`config.mk`:
```
export PLATFORM = sky130hd
export DESIGN_NAME = fetch_top
export DESIGN_NICKNAME = d
export VERILOG_FILES = /design/src/logic/fetch_ctrl_pkg.sv /design/src/logic/fetch_types_pkg.sv /design/src/logic/fetch_out.sv /design/src/logic/fetch_top.sv /design/src/logic/inst_sram.sv /design/src/logic/pc_gen.sv
export VERILOG_INCLUDE_DIRS = /design/src /design/src/include
export SDC_FILE = /design/constraint.sdc
export NUM_CORES = 1
export LEC_CHECK = 0
export ABC_CLOCK_PERIOD_IN_PS = 11000
export BUFFER_PORTS_ARGS = -buffer_cell sky130_fd_sc_hd__buf_4
export CORE_AREA = 2 2 103 105
export DETAILED_ROUTE_END_ITERATION = 12
export DIE_AREA = 0 0 105 107
export GPL_TIMING_DRIVEN = 0
export PLACE_DENSITY = 0.73
export SYNTH_ARGS = -nofsm -noshare
export SYNTH_HDL_FRONTEND = slang
export SYNTH_SLANG_ARGS = --single-unit
```
`constraint.sdc`:
```
create_clock -name clk -period 11 [get_ports clk]
set_input_delay 2.2 -clock clk [delete_from_list [all_inputs] [get_ports clk]]
set_output_delay 2.2 -clock clk [all_outputs]
set_load 0.02 [all_outputs]
```
`src/include/fetch_macros.svh`:
```
`ifndef FETCH_MACROS_SVH
`define FETCH_MACROS_SVH

// Fetch address after reset
`define FETCH_RESET_PC 32'h8000_0000

// Memory depth in words, log2
`define FETCH_MEM_AW 6

// Longest memory read latency, cycles
`define FETCH_LAT_MAX 4

`endif

```
`src/program.hex`:
```
// One 32-bit instruction word per line in hex, word index 0 first (pc 8000_0000)
// Word n holds addi x1, x0, n so every index carries a distinct value
00000093
00100093
00200093
00300093
00400093
00500093
00600093
00700093
00800093
00900093
00a00093
00b00093
00c00093
00d00093
00e00093
00f00093
01000093
01100093
01200093
01300093
01400093
01500093
01600093
01700093
01800093
01900093
01a00093
01b00093
01c00093
01d00093
01e00093
01f00093
02000093
02100093
02200093
02300093
02400093
02500093
02600093
02700093
02800093
02900093
02a00093
02b00093
02c00093
02d00093
02e00093
02f00093
03000093
03100093
03200093
03300093
03400093
03500093
03600093
03700093
03800093
03900093
03a00093
03b00093
03c00093
03d00093
03e00093
03f00093

```
`src/logic/fetch_ctrl_pkg.sv`:
```
`default_nettype none

package fetch_ctrl_pkg;

    // Memory read sequencing
    typedef enum logic [1:0] {
        SRAM_IDLE = 2'd0,
        SRAM_WAIT = 2'd1,
        SRAM_RESP = 2'd2
    } sram_state_e;

    // Occupancy of the one-entry output buffer
    typedef enum logic {
        OBUF_EMPTY = 1'b0,
        OBUF_FULL  = 1'b1
    } obuf_state_e;

endpackage

`default_nettype wire

```
`src/logic/fetch_types_pkg.sv`:
```
`default_nettype none

`include "fetch_macros.svh"

package fetch_types_pkg;

    // Byte address of an instruction
    typedef logic [31:0] addr_t;

    // Raw instruction word
    typedef logic [31:0] inst_t;

    // Word index into the instruction memory
    typedef logic [`FETCH_MEM_AW-1:0] mem_idx_t;

    // Redirect generation, toggles on every redirect
    typedef logic [0:0] epoch_t;

endpackage

`default_nettype wire

```
`src/logic/fetch_out.sv`:
```
`timescale 1ns/10ps
`default_nettype none

module fetch_out (
    input  wire logic                     clk,
    input  wire logic                     rst_n,
    input  wire logic                     rsp_valid,
    input  wire fetch_types_pkg::addr_t   rsp_addr,
    input  wire fetch_types_pkg::inst_t   rsp_inst,
    input  wire fetch_types_pkg::epoch_t  rsp_epoch,
    input  wire fetch_types_pkg::epoch_t  cur_epoch,
    output logic                          rsp_ready,
    input  wire logic                     ready,
    output logic                          valid,
    output fetch_types_pkg::addr_t        pc,
    output fetch_types_pkg::inst_t        inst
);

    import fetch_types_pkg::*;
    import fetch_ctrl_pkg::*;

    obuf_state_e state;
    addr_t       pc_q;
    inst_t       inst_q;
    // Entry leaves to decode this cycle
    logic        drain;
    // Response retires this cycle
    logic        take;
    // Retiring response is current and gets buffered
    logic        keep;

    // ------------------------------------------------
    // Handshakes
    // ------------------------------------------------

    assign valid     = (state == OBUF_FULL);
    assign drain     = valid && ready;
    // Room now, or room made by the drain
    assign rsp_ready = (state == OBUF_EMPTY) || drain;
    assign take      = rsp_valid && rsp_ready;
    // Old generation gets retired but dropped
    assign keep      = take && (rsp_epoch == cur_epoch);

    // ------------------------------------------------
    // Buffer state and entry
    // ------------------------------------------------

    always_ff @(posedge clk) begin
        if (!rst_n) begin
            state <= OBUF_EMPTY;
        end else if (keep) begin
            state <= OBUF_FULL;
        end else if (drain) begin
            state <= OBUF_EMPTY;
        end
    end

    always_ff @(posedge clk) begin
        if (keep) begin
            pc_q   <= rsp_addr;
            inst_q <= rsp_inst;
        end
    end

    assign pc   = pc_q;
    assign inst = inst_q;

    // Entry frozen while decode stalls
    a_out_hold: assert property (@(posedge clk) disable iff (!rst_n)
        valid && !ready |=> valid && $stable(pc) && $stable(inst))
        else $error("fetch_out: entry changed under back-pressure");

endmodule

`default_nettype wire

```
`src/logic/fetch_top.sv`:
```
`timescale 1ns/10ps
`default_nettype none

module fetch_top (
    input  wire logic                     clk,
    input  wire logic                     rst_n,
    input  wire fetch_types_pkg::addr_t   dnpc,
    input  wire logic                     dnpc_flag,
    input  wire logic                     pipe_stop,
    input  wire logic                     ready,
    output logic                          valid,
    output fetch_types_pkg::addr_t        pc,
    output fetch_types_pkg::inst_t        inst
);

    import fetch_types_pkg::*;

    // Request path
    logic   req_valid;
    logic   req_ready;
    addr_t  req_addr;
    epoch_t req_epoch;
    // Response path
    logic   rsp_valid;
    logic   rsp_ready;
    addr_t  rsp_addr;
    inst_t  rsp_inst;
    epoch_t rsp_epoch;
    // Live generation for stale-drop
    epoch_t cur_epoch;

    // ------------------------------------------------
    // Issue, memory, output
    // ------------------------------------------------

    pc_gen pc_gen_i (
        .clk       (clk),
        .rst_n     (rst_n),
        .dnpc      (dnpc),
        .dnpc_flag (dnpc_flag),
        .pipe_stop (pipe_stop),
        .req_ready (req_ready),
        .req_valid (req_valid),
        .req_addr  (req_addr),
        .req_epoch (req_epoch),
        .cur_epoch (cur_epoch)
    );

    inst_sram inst_sram_i (
        .clk       (clk),
        .rst_n     (rst_n),
        .req_valid (req_valid),
        .req_addr  (req_addr),
        .req_epoch (req_epoch),
        .req_ready (req_ready),
        .rsp_ready (rsp_ready),
        .rsp_valid (rsp_valid),
        .rsp_addr  (rsp_addr),
        .rsp_inst  (rsp_inst),
        .rsp_epoch (rsp_epoch)
    );

    fetch_out fetch_out_i (
        .clk       (clk),
        .rst_n     (rst_n),
        .rsp_valid (rsp_valid),
        .rsp_addr  (rsp_addr),
        .rsp_inst  (rsp_inst),
        .rsp_epoch (rsp_epoch),
        .cur_epoch (cur_epoch),
        .rsp_ready (rsp_ready),
        .ready     (ready),
        .valid     (valid),
        .pc        (pc),
        .inst      (inst)
    );

endmodule

`default_nettype wire

```
`src/logic/inst_sram.sv`:
```
`timescale 1ns/10ps
`default_nettype none

`include "fetch_macros.svh"

module inst_sram (
    input  wire logic                     clk,
    input  wire logic                     rst_n,
    input  wire logic                     req_valid,
    input  wire fetch_types_pkg::addr_t   req_addr,
    input  wire fetch_types_pkg::epoch_t  req_epoch,
    output logic                          req_ready,
    input  wire logic                     rsp_ready,
    output logic                          rsp_valid,
    output fetch_types_pkg::addr_t        rsp_addr,
    output fetch_types_pkg::inst_t        rsp_inst,
    output fetch_types_pkg::epoch_t       rsp_epoch
);

    import fetch_types_pkg::*;
    import fetch_ctrl_pkg::*;

    localparam int DEPTH = 1 << `FETCH_MEM_AW;
    // Enough bits to hold latency minus one
    localparam int LAT_W = $clog2(`FETCH_LAT_MAX);

    inst_t            mem [DEPTH];
    sram_state_e      state;
    logic [3:0]       lfsr;
    logic [LAT_W-1:0] lat_draw;
    logic [LAT_W-1:0] lat_cnt;
    addr_t            addr_off;
    mem_idx_t         rd_idx;
    addr_t            addr_q;
    inst_t            inst_q;
    epoch_t           epoch_q;

    // Read-only image
    initial begin
        $readmemh("/design/src/program.hex", mem);
    end

    // ------------------------------------------------
    // Address to word index
    // ------------------------------------------------

    // Offset from reset pc, word aligned, wraps at depth
    assign addr_off = req_addr - `FETCH_RESET_PC;
    assign rd_idx   = addr_off[`FETCH_MEM_AW+1:2];

    // Extra wait cycles for this request, 0 means one-cycle latency
    assign lat_draw = lfsr[LAT_W-1:0];

    // ------------------------------------------------
    // Control FSM
    // ------------------------------------------------

    always_ff @(posedge clk) begin
        if (!rst_n) begin
            state   <= SRAM_IDLE;
            lat_cnt <= '0;
            lfsr    <= 4'b1001;
        end else begin
            // x^4 + x^3 + 1, free running
            lfsr <= {lfsr[2:0], lfsr[3] ^ lfsr[2]};
            case (state)
                SRAM_IDLE: begin
                    if (req_valid) begin
                        lat_cnt <= lat_draw - LAT_W'(1);
                        if (lat_draw == '0) begin
                            state <= SRAM_RESP;
                        end else begin
                            state <= SRAM_WAIT;
                        end
                    end
                end
                SRAM_WAIT: begin
                    // Counts down to the last wait cycle
                    if (lat_cnt == '0) begin
                        state <= SRAM_RESP;
                    end else begin
                        lat_cnt <= lat_cnt - LAT_W'(1);
                    end
                end
                SRAM_RESP: begin
                    // Held until fetch_out takes it
                    if (rsp_ready) begin
                        state <= SRAM_IDLE;
                    end
                end
                default: state <= SRAM_IDLE;
            endcase
        end
    end

    // Capture word, address and tag on accept
    always_ff @(posedge clk) begin
        if (state == SRAM_IDLE && req_valid) begin
            addr_q  <= req_addr;
            inst_q  <= mem[rd_idx];
            epoch_q <= req_epoch;
        end
    end

    assign req_ready = (state == SRAM_IDLE);
    assign rsp_valid = (state == SRAM_RESP);
    assign rsp_addr  = addr_q;
    assign rsp_inst  = inst_q;
    assign rsp_epoch = epoch_q;

    // Response held steady under back-pressure
    a_rsp_hold: assert property (@(posedge clk) disable iff (!rst_n)
        rsp_valid && !rsp_ready |=> rsp_valid && $stable(rsp_addr)
                                    && $stable(rsp_inst) && $stable(rsp_epoch))
        else $error("inst_sram: response changed before retirement");

endmodule

`default_nettype wire

```
`src/logic/pc_gen.sv`:
```
`timescale 1ns/10ps
`default_nettype none

`include "fetch_macros.svh"

module pc_gen (
    input  wire logic                     clk,
    input  wire logic                     rst_n,
    input  wire fetch_types_pkg::addr_t   dnpc,
    input  wire logic                     dnpc_flag,
    input  wire logic                     pipe_stop,
    input  wire logic                     req_ready,
    output logic                          req_valid,
    output fetch_types_pkg::addr_t        req_addr,
    output fetch_types_pkg::epoch_t       req_epoch,
    output fetch_types_pkg::epoch_t       cur_epoch
);

    import fetch_types_pkg::*;

    // Next address to fetch
    addr_t  pc_q;
    // Current redirect generation
    epoch_t epoch_q;

    // ------------------------------------------------
    // Request issue
    // ------------------------------------------------

    // Memory idle and pipeline not stalled
    assign req_valid = req_ready && !pipe_stop;
    assign req_addr  = pc_q;
    // Tag goes out with the request, compared later in fetch_out
    assign req_epoch = epoch_q;
    assign cur_epoch = epoch_q;

    // ------------------------------------------------
    // PC and epoch update
    // ------------------------------------------------

    always_ff @(posedge clk) begin
        if (!rst_n) begin
            pc_q    <= `FETCH_RESET_PC;
            epoch_q <= '0;
        end else if (dnpc_flag) begin
            // Redirect beats increment, even under stall
            pc_q    <= dnpc;
            // Anything issued before now turns stale
            epoch_q <= ~epoch_q;
        end else if (req_valid) begin
            pc_q <= pc_q + addr_t'(4);
        end
    end

    // Redirect targets are word aligned
    a_dnpc_aligned: assert property (@(posedge clk) disable iff (!rst_n)
        dnpc_flag |-> (dnpc[1:0] == 2'b00))
        else $error("pc_gen: redirect target not word aligned");

endmodule

`default_nettype wire

```
==> metrics.cfg, run 1 <==
[logic_synthesis]
synth_ff_type = edfxtp_1
synth_seq_cells = 107
ys_async_sr_fraction_pct = 0
ys_warn_count = 0
synth-seq-area-share_pct = 62.3
synth_top_cells_by_area = edfxtp_1, dfxtp_1, buf_4, o21ai_0, nand3_1
synth_cell_type_count = 51
yosys.area.top_type_share_pct = 43.5
yosysTopAreaCell = edfxtp_1
synth_edf_count = 65
syn_avg_cell_area_um2 = 12.0
syn_inst = 374
syn-cell-area_um2 = 4480

[cts]
htree_levels = 3
path_clk_slew_ns = 0.09
cts.sinks = 107
cts_resized = 0
clockBufferDepth = 2
cts_setup_buffers = 0
cts_root_buffer = clkbuf_8
insertion_delay_ns = 0.37
numCtsBuffers = 9
cts_tree = yes
cts_hold_buffers = 0

[global_routing]
antenna_found_initial = 0
grt_max_degree = 28
grt_pass1_wl_um = 15500
grt_usage_pct = 17.9
grt_pass1_vias = 3050
gr-total-overflow = 0

[power]
comb_power_share_pct = 11.1
internal_power_uw = 633
power.share.clock_pct = 31.4
power_density_nw_per_um2 = 149
power_switching_uw = 195
p_leak_uw = 0.00215
pwr-share-seq_pct = 57.5
ir_worst_vdd_mv = 0.0630
switching_share_pct = 23.6

[floorplan]
fp.coreArea_um2 = 10100
rows = 37
die_area_um2 = 11200
die_width_um = 105
start_util_pct = 44.4
ios = 102
fp.dieH_um = 107

[drt]
ant_nets = 0
drc = 0
first_iter_violations = 176
drt-wirelength-per-cell_um = 15.6
wl_um = 9800
routed-via-count = 3223
avgViaCountPerCell = 5.13
drt_pass1_iterations = 4

[cells_and_area]
area_growth_pct = 23.9
multi_input_area_um2 = 1460
register_area_um2 = 2790
nets = 525
drive_gt1_share_pct = 25.2
n_fill_cell = 878
diodes = 0

[sta]
max-slew-margin-rel_pct = 43.2
period_share_pct = 34.4
rsz0062_at_grt = false
hold_viol = 0
max_freq_ghz = 0.265
fin_ws_ns = 7.22
period_needed_ns = 3.78
clock_skew_ns = 0.0120
slew_violations = 0
worstMarginPinSlew_ns = 0.847
setup-violations-final = 0
final.setup.tns_ns = 0

[setup_path]
setup.worst_path.start_class = primary input
cp_max_fo = 10
startpoint = pipe_stop
required_ns = 11.30
rr_startpoint = pc_gen_i.req_addr[2]$_SDFFE_PN0P_
path_class = primary input to register
endpoint_kind = register
worstPathArrival_ns = 4.08

[worst_hold_path]
hp-start = inst_sram_i.rsp_addr[28]$_DFFE_PP_
min_path_type = register to register

[run_status]
status = complete, no violations

[flow_run]
maxCapViolations = 0

[placed_design]
place_congestion = 0.830
pre_cts_ws_ns = 6.82
dpl.hpwl_um = 7190
port-buffer-count = 68

[path summary, 6_finish.rpt]
path / slack [ns] / depth (start not counted) / to
worst max-delay path: 7.22 / 6 / pc_gen_i.req_addr[22]$_SDFFE_PN0P_
worst min-delay path: 0.42 / 0 / fetch_out_i.pc[28]$_DFFE_PP_
worst max register to register: 8.49 / 6 / pc_gen_i.req_addr[22]$_SDFFE_PN0P_
worst min register to register: 0.42 / 0 / fetch_out_i.pc[28]$_DFFE_PP_
[layer usage]
metal | routed length, um | global-route usage, % | share of wire (%) | vias to the layer above
met4 | 164 | 6.67 | 1.7 | 0
met5 | 0 | 0 | 0 | -
met1 | 4290 | 22.8 | 44 | 1512
li1 | - | - | - | 1579
met3 | 643 | 4.01 | 6.6 | 14
met2 | 4710 | 29.9 | 48 | 118
[synthesized netlist by cell type (7+ instances only)]
cell type  number
dfxtp_1        42
nand4_1        12
inv_1           8
nand2_1        17
nand2b_1        7
clkbuf_1       14
and3_1          7
nand3_1        15
or3_1           9
and2_1          7
edfxtp_1       65
and4_1          8
o21ai_0        23
or4_1           8
a31oi_1        11
xor2_1          7
buf_4          32
[critical path, cell delays in order]
cell     delay [ns]
buf_4          0.13
nor4b_2        0.58
nand3_1        0.24
buf_2          0.25
or4_1          0.49
a31oi_1        0.19
[final cells by class]
class | count | share of cell area (%)
buffer | 51 | 5.68
clock buffer | 12 | 2.61
clock inverter | 4 | 1.33
inverter | 9 | 0.608
multi-input combinational | 238 | 26.4
sequential | 107 | 50.3
tap | 136 | 3.06
timing repair buffer | 71 | 10.1
[sequential cells by signal, summed over array words and instances, names as in the netlist]
register               cells
inst_sram_i.lfsr           4
inst_sram_i.rsp_addr      32
pc_gen_i.req_addr         32
inst_sram_i.lat_cnt        2
fetch_out_i.pc            32
fetch_out_i.valid          1
pc_gen_i.cur_epoch         1
inst_sram_i.state          2
inst_sram_i.rsp_epoch      1
[power groups by stage]
| stage | Combinational [uW] | Sequential, uW | Clock, uW |
|---|---|---|---|
| after floorplan | 54.6 | 486 | 0 |
| after global placement | 86.1 | 485 | 0 |
| after detailed placement | 91.9 | 485 | 0 |
| after CTS | 92.2 | 476 | 263 |
| after global routing | 101 | 480 | 283 |
| final | 92.0 | 476 | 260 |
[cell families after synthesis]
logic type      Yosys count  synth area share, %
buf+inv                  60                 7.76
simple gates            114                 15.3
fa+ha+maj                 1                0.279
mux                       2                0.447
other cells               1               0.0836
xor+xnor                 13                 2.54
compound gates           76                 11.3
flops                   107                 62.3
[through the flow]
step                      instance area (um^2)  power (uW)  util [%]  hold slack, ns  std cells
after global placement                    5280         571      52.3           0.400        609
after global routing                      5560         863      55.0           0.429        628
after CTS                                 5560         832      55.0           0.423        628
after detailed placement                  5340         577      52.9           0.405        612
final                                     5560         829      55.0           0.416        628
after floorplan                           4600         541         -           0.400        405
[layout by cell type, fill, tap and decap left out, types with 9 or more instances in the layout]
cell type  instances
or3_1              9
conb_1            32
o21ai_0           23
clkbuf_1          15
nand2_1           17
clkbuf_8          10
buf_4            100
edfxtp_1          65
nand3_1           15
nand4_1           12
dfxtp_1           42
a31oi_1           11
Note: power is estimated with default switching activity, not from simulation.
==> run 2, diff against run 1 <==
- ABC_CLOCK_PERIOD_IN_PS: 11000 -> 3900
- clock period: 11 -> 3.9 ns (I/O delays scaled with it)
==> run 2 against run 1 <==
  * Non-clock buffer count is the same
  * Clock skew is 0.0020 ns lower
  * Cell area is the same
  * Critical path depth stayed put
  * Largest power group unchanged
==> metrics.cfg, run 2 (synthesized netlist as in run 1, its figures left out) <==
[floorplan]
start_util_pct = 44.4  ; unchanged
rows = 37  ; unchanged
fp.coreArea_um2 = 10100  ; unchanged
die_area_um2 = 11200  ; unchanged
die_width_um = 105  ; unchanged
ios = 102  ; unchanged
fp.dieH_um = 107  ; unchanged

[cells_and_area]
n_fill_cell = 878  ; unchanged
area_growth_pct = 23.9  ; unchanged
fin_area_um2 = 5560  ; unchanged
register_area_um2 = 2790  ; unchanged
diodes = 0  ; unchanged
stdcell_count = 628  ; unchanged
final_common_cell = buf_4
drive_gt1_share_pct = 25.2  ; unchanged
fin_util_pct = 55.0  ; unchanged
layout_common_cells = buf_4, edfxtp_1, dfxtp_1, conb_1, o21ai_0
multi_input_area_um2 = 1460  ; unchanged
nets = 525  ; unchanged

[global_routing]
gr-total-overflow = 0  ; unchanged
grt_pass1_wl_um = 15500  ; +0.31%
antenna_found_initial = 0  ; unchanged
grt_max_degree = 28  ; unchanged
grt_pass1_vias = 3036  ; -0.46%
grt_usage_pct = 17.9  ; +0.040 points

[sta]
period_needed_ns = 2.51
worstMarginPinSlew_ns = 0.828  ; -0.0193 ns
setup-violations-final = 0  ; unchanged
max-slew-margin-rel_pct = 44.5  ; +1.3 points
rsz0062_at_grt = false
max_freq_ghz = 0.398
period_share_pct = 64.4
hold_viol = 0  ; unchanged
slew_violations = 0  ; unchanged
clock_skew_ns = 0.0100  ; -0.00195 ns

[placed_design]
dpl_cell_area_um2 = 5340  ; unchanged
port-buffer-count = 68  ; unchanged
placed_cells = 612  ; unchanged
place_congestion = 0.830  ; unchanged
dpl.hpwl_um = 7190  ; unchanged

[cts]
htree_levels = 3  ; unchanged
clockBufferDepth = 2  ; unchanged
path_clk_slew_ns = 0.09  ; about the same
cts_setup_buffers = 0  ; unchanged
insertion_delay_ns = 0.37  ; about the same
cts_root_buffer = clkbuf_8
cts_tree = yes
numCtsBuffers = 9  ; unchanged
cts.sinks = 107  ; unchanged
cts_hold_buffers = 0  ; unchanged
cts_resized = 0  ; unchanged

[power]
p_leak_uw = 0.00215  ; unchanged
power_density_nw_per_um2 = 421  ; +180%
ir_worst_vdd_mv = 0.178  ; +180%

[drt]
drt-wirelength-per-cell_um = 15.6  ; -0.10%
routed-via-count = 3201  ; -0.68%
drc = 0  ; unchanged
ant_nets = 0  ; unchanged
avgViaCountPerCell = 5.10  ; -0.68%
wl_um = 9790  ; -0.10%
drt_pass1_iterations = 4  ; unchanged
first_iter_violations = 155  ; -12%

[flow_run]
maxCapViolations = 0  ; unchanged

[worst_hold_path]
min_path_type = register to register

[setup_path]
worstPathArrival_ns = 2.81  ; -1.27 ns
endpoint_kind = register
setup.worst_path.start_class = register
cp_max_fo = 10  ; unchanged
critPathSlowestCell = nor4b_2
path_class = register to register
required_ns = 4.20  ; -7.10 ns
cpPeakStageDelay_ns = 0.58  ; about the same
path_cells = ha_1, nor4b_2, nand3_1, buf_2, or4_1, a31oi_1

[run_status]
status = complete, no violations

## run 2: cell counts in the layout (fill, tap and decap cells not counted)
No cell type changed its count.
## run 2: path summary, 6_finish.rpt
path / from / to / slack [ns] / cells after the start
min reg2reg: inst_sram_i.rsp_addr[28]$_DFFE_PP_ / fetch_out_i.pc[28]$_DFFE_PP_ / 0.42 / 0
max: pc_gen_i.req_addr[2]$_SDFFE_PN0P_ / pc_gen_i.req_addr[22]$_SDFFE_PN0P_ / 1.39 / 6
min: inst_sram_i.rsp_addr[28]$_DFFE_PP_ / fetch_out_i.pc[28]$_DFFE_PP_ / 0.42 / 0
max reg2reg: pc_gen_i.req_addr[2]$_SDFFE_PN0P_ / pc_gen_i.req_addr[22]$_SDFFE_PN0P_ / 1.39 / 6
## run 2: cell type report
cell class	count	area share, %
Timing Repair Buffer	71	10.1
Clock inverter	4	1.33
Sequential cell	107	50.3
Tap cell	136	3.06
Inverter	9	0.608
Buffer	51	5.68
Clock buffer	12	2.61
Multi-Input combinational cell	238	26.4
## run 2: power breakdown
group	leakage, uW	internal, uW	switching [uW]
Combinational	0.00108	115	145
Sequential	0.000966	1290	51.8
Clock	0.000111	380	354
Total	0.00215	1790	551
## run 2: per-stage QoR
stage          power, uW  hold slack (ns)  setup slack, ns  TNS, ns
3_5_place_dp        1630            0.405             1.14        0
5_1_grt             2440            0.429             1.25        0
2_1_floorplan       1520            0.400            0.326        0
3_3_place_gp        1610            0.400           -0.810   -26.45
6_report            2340            0.421             1.39        0
4_1_cts             2350            0.423             1.36        0
## run 2: routing by layer
| metal | global-route usage [%] | part of all wire [%] | wire (um) | up-vias |
|---|---|---|---|---|
| li1 | - | - | - | 1579 |
| met1 | 22.9 | 44 | 4310 | 1495 |
| met2 | 30.3 | 49 | 4770 | 116 |
| met3 | 4.01 | 6.2 | 603 | 11 |
| met4 | 5.90 | 1.2 | 114 | 0 |
| met5 | 0 | 0 | 0 | - |
## run 2: critical path, delay by kind of cell (launching register included)
family                   cells  cell delay [ns]
buffers and inverters        1             0.25
adder cells (fa/ha/maj)      1             0.25
flip-flops                   1             0.44
AO/OA/AOI/OAI                1             0.19
AND/OR/NAND/NOR              3             1.31
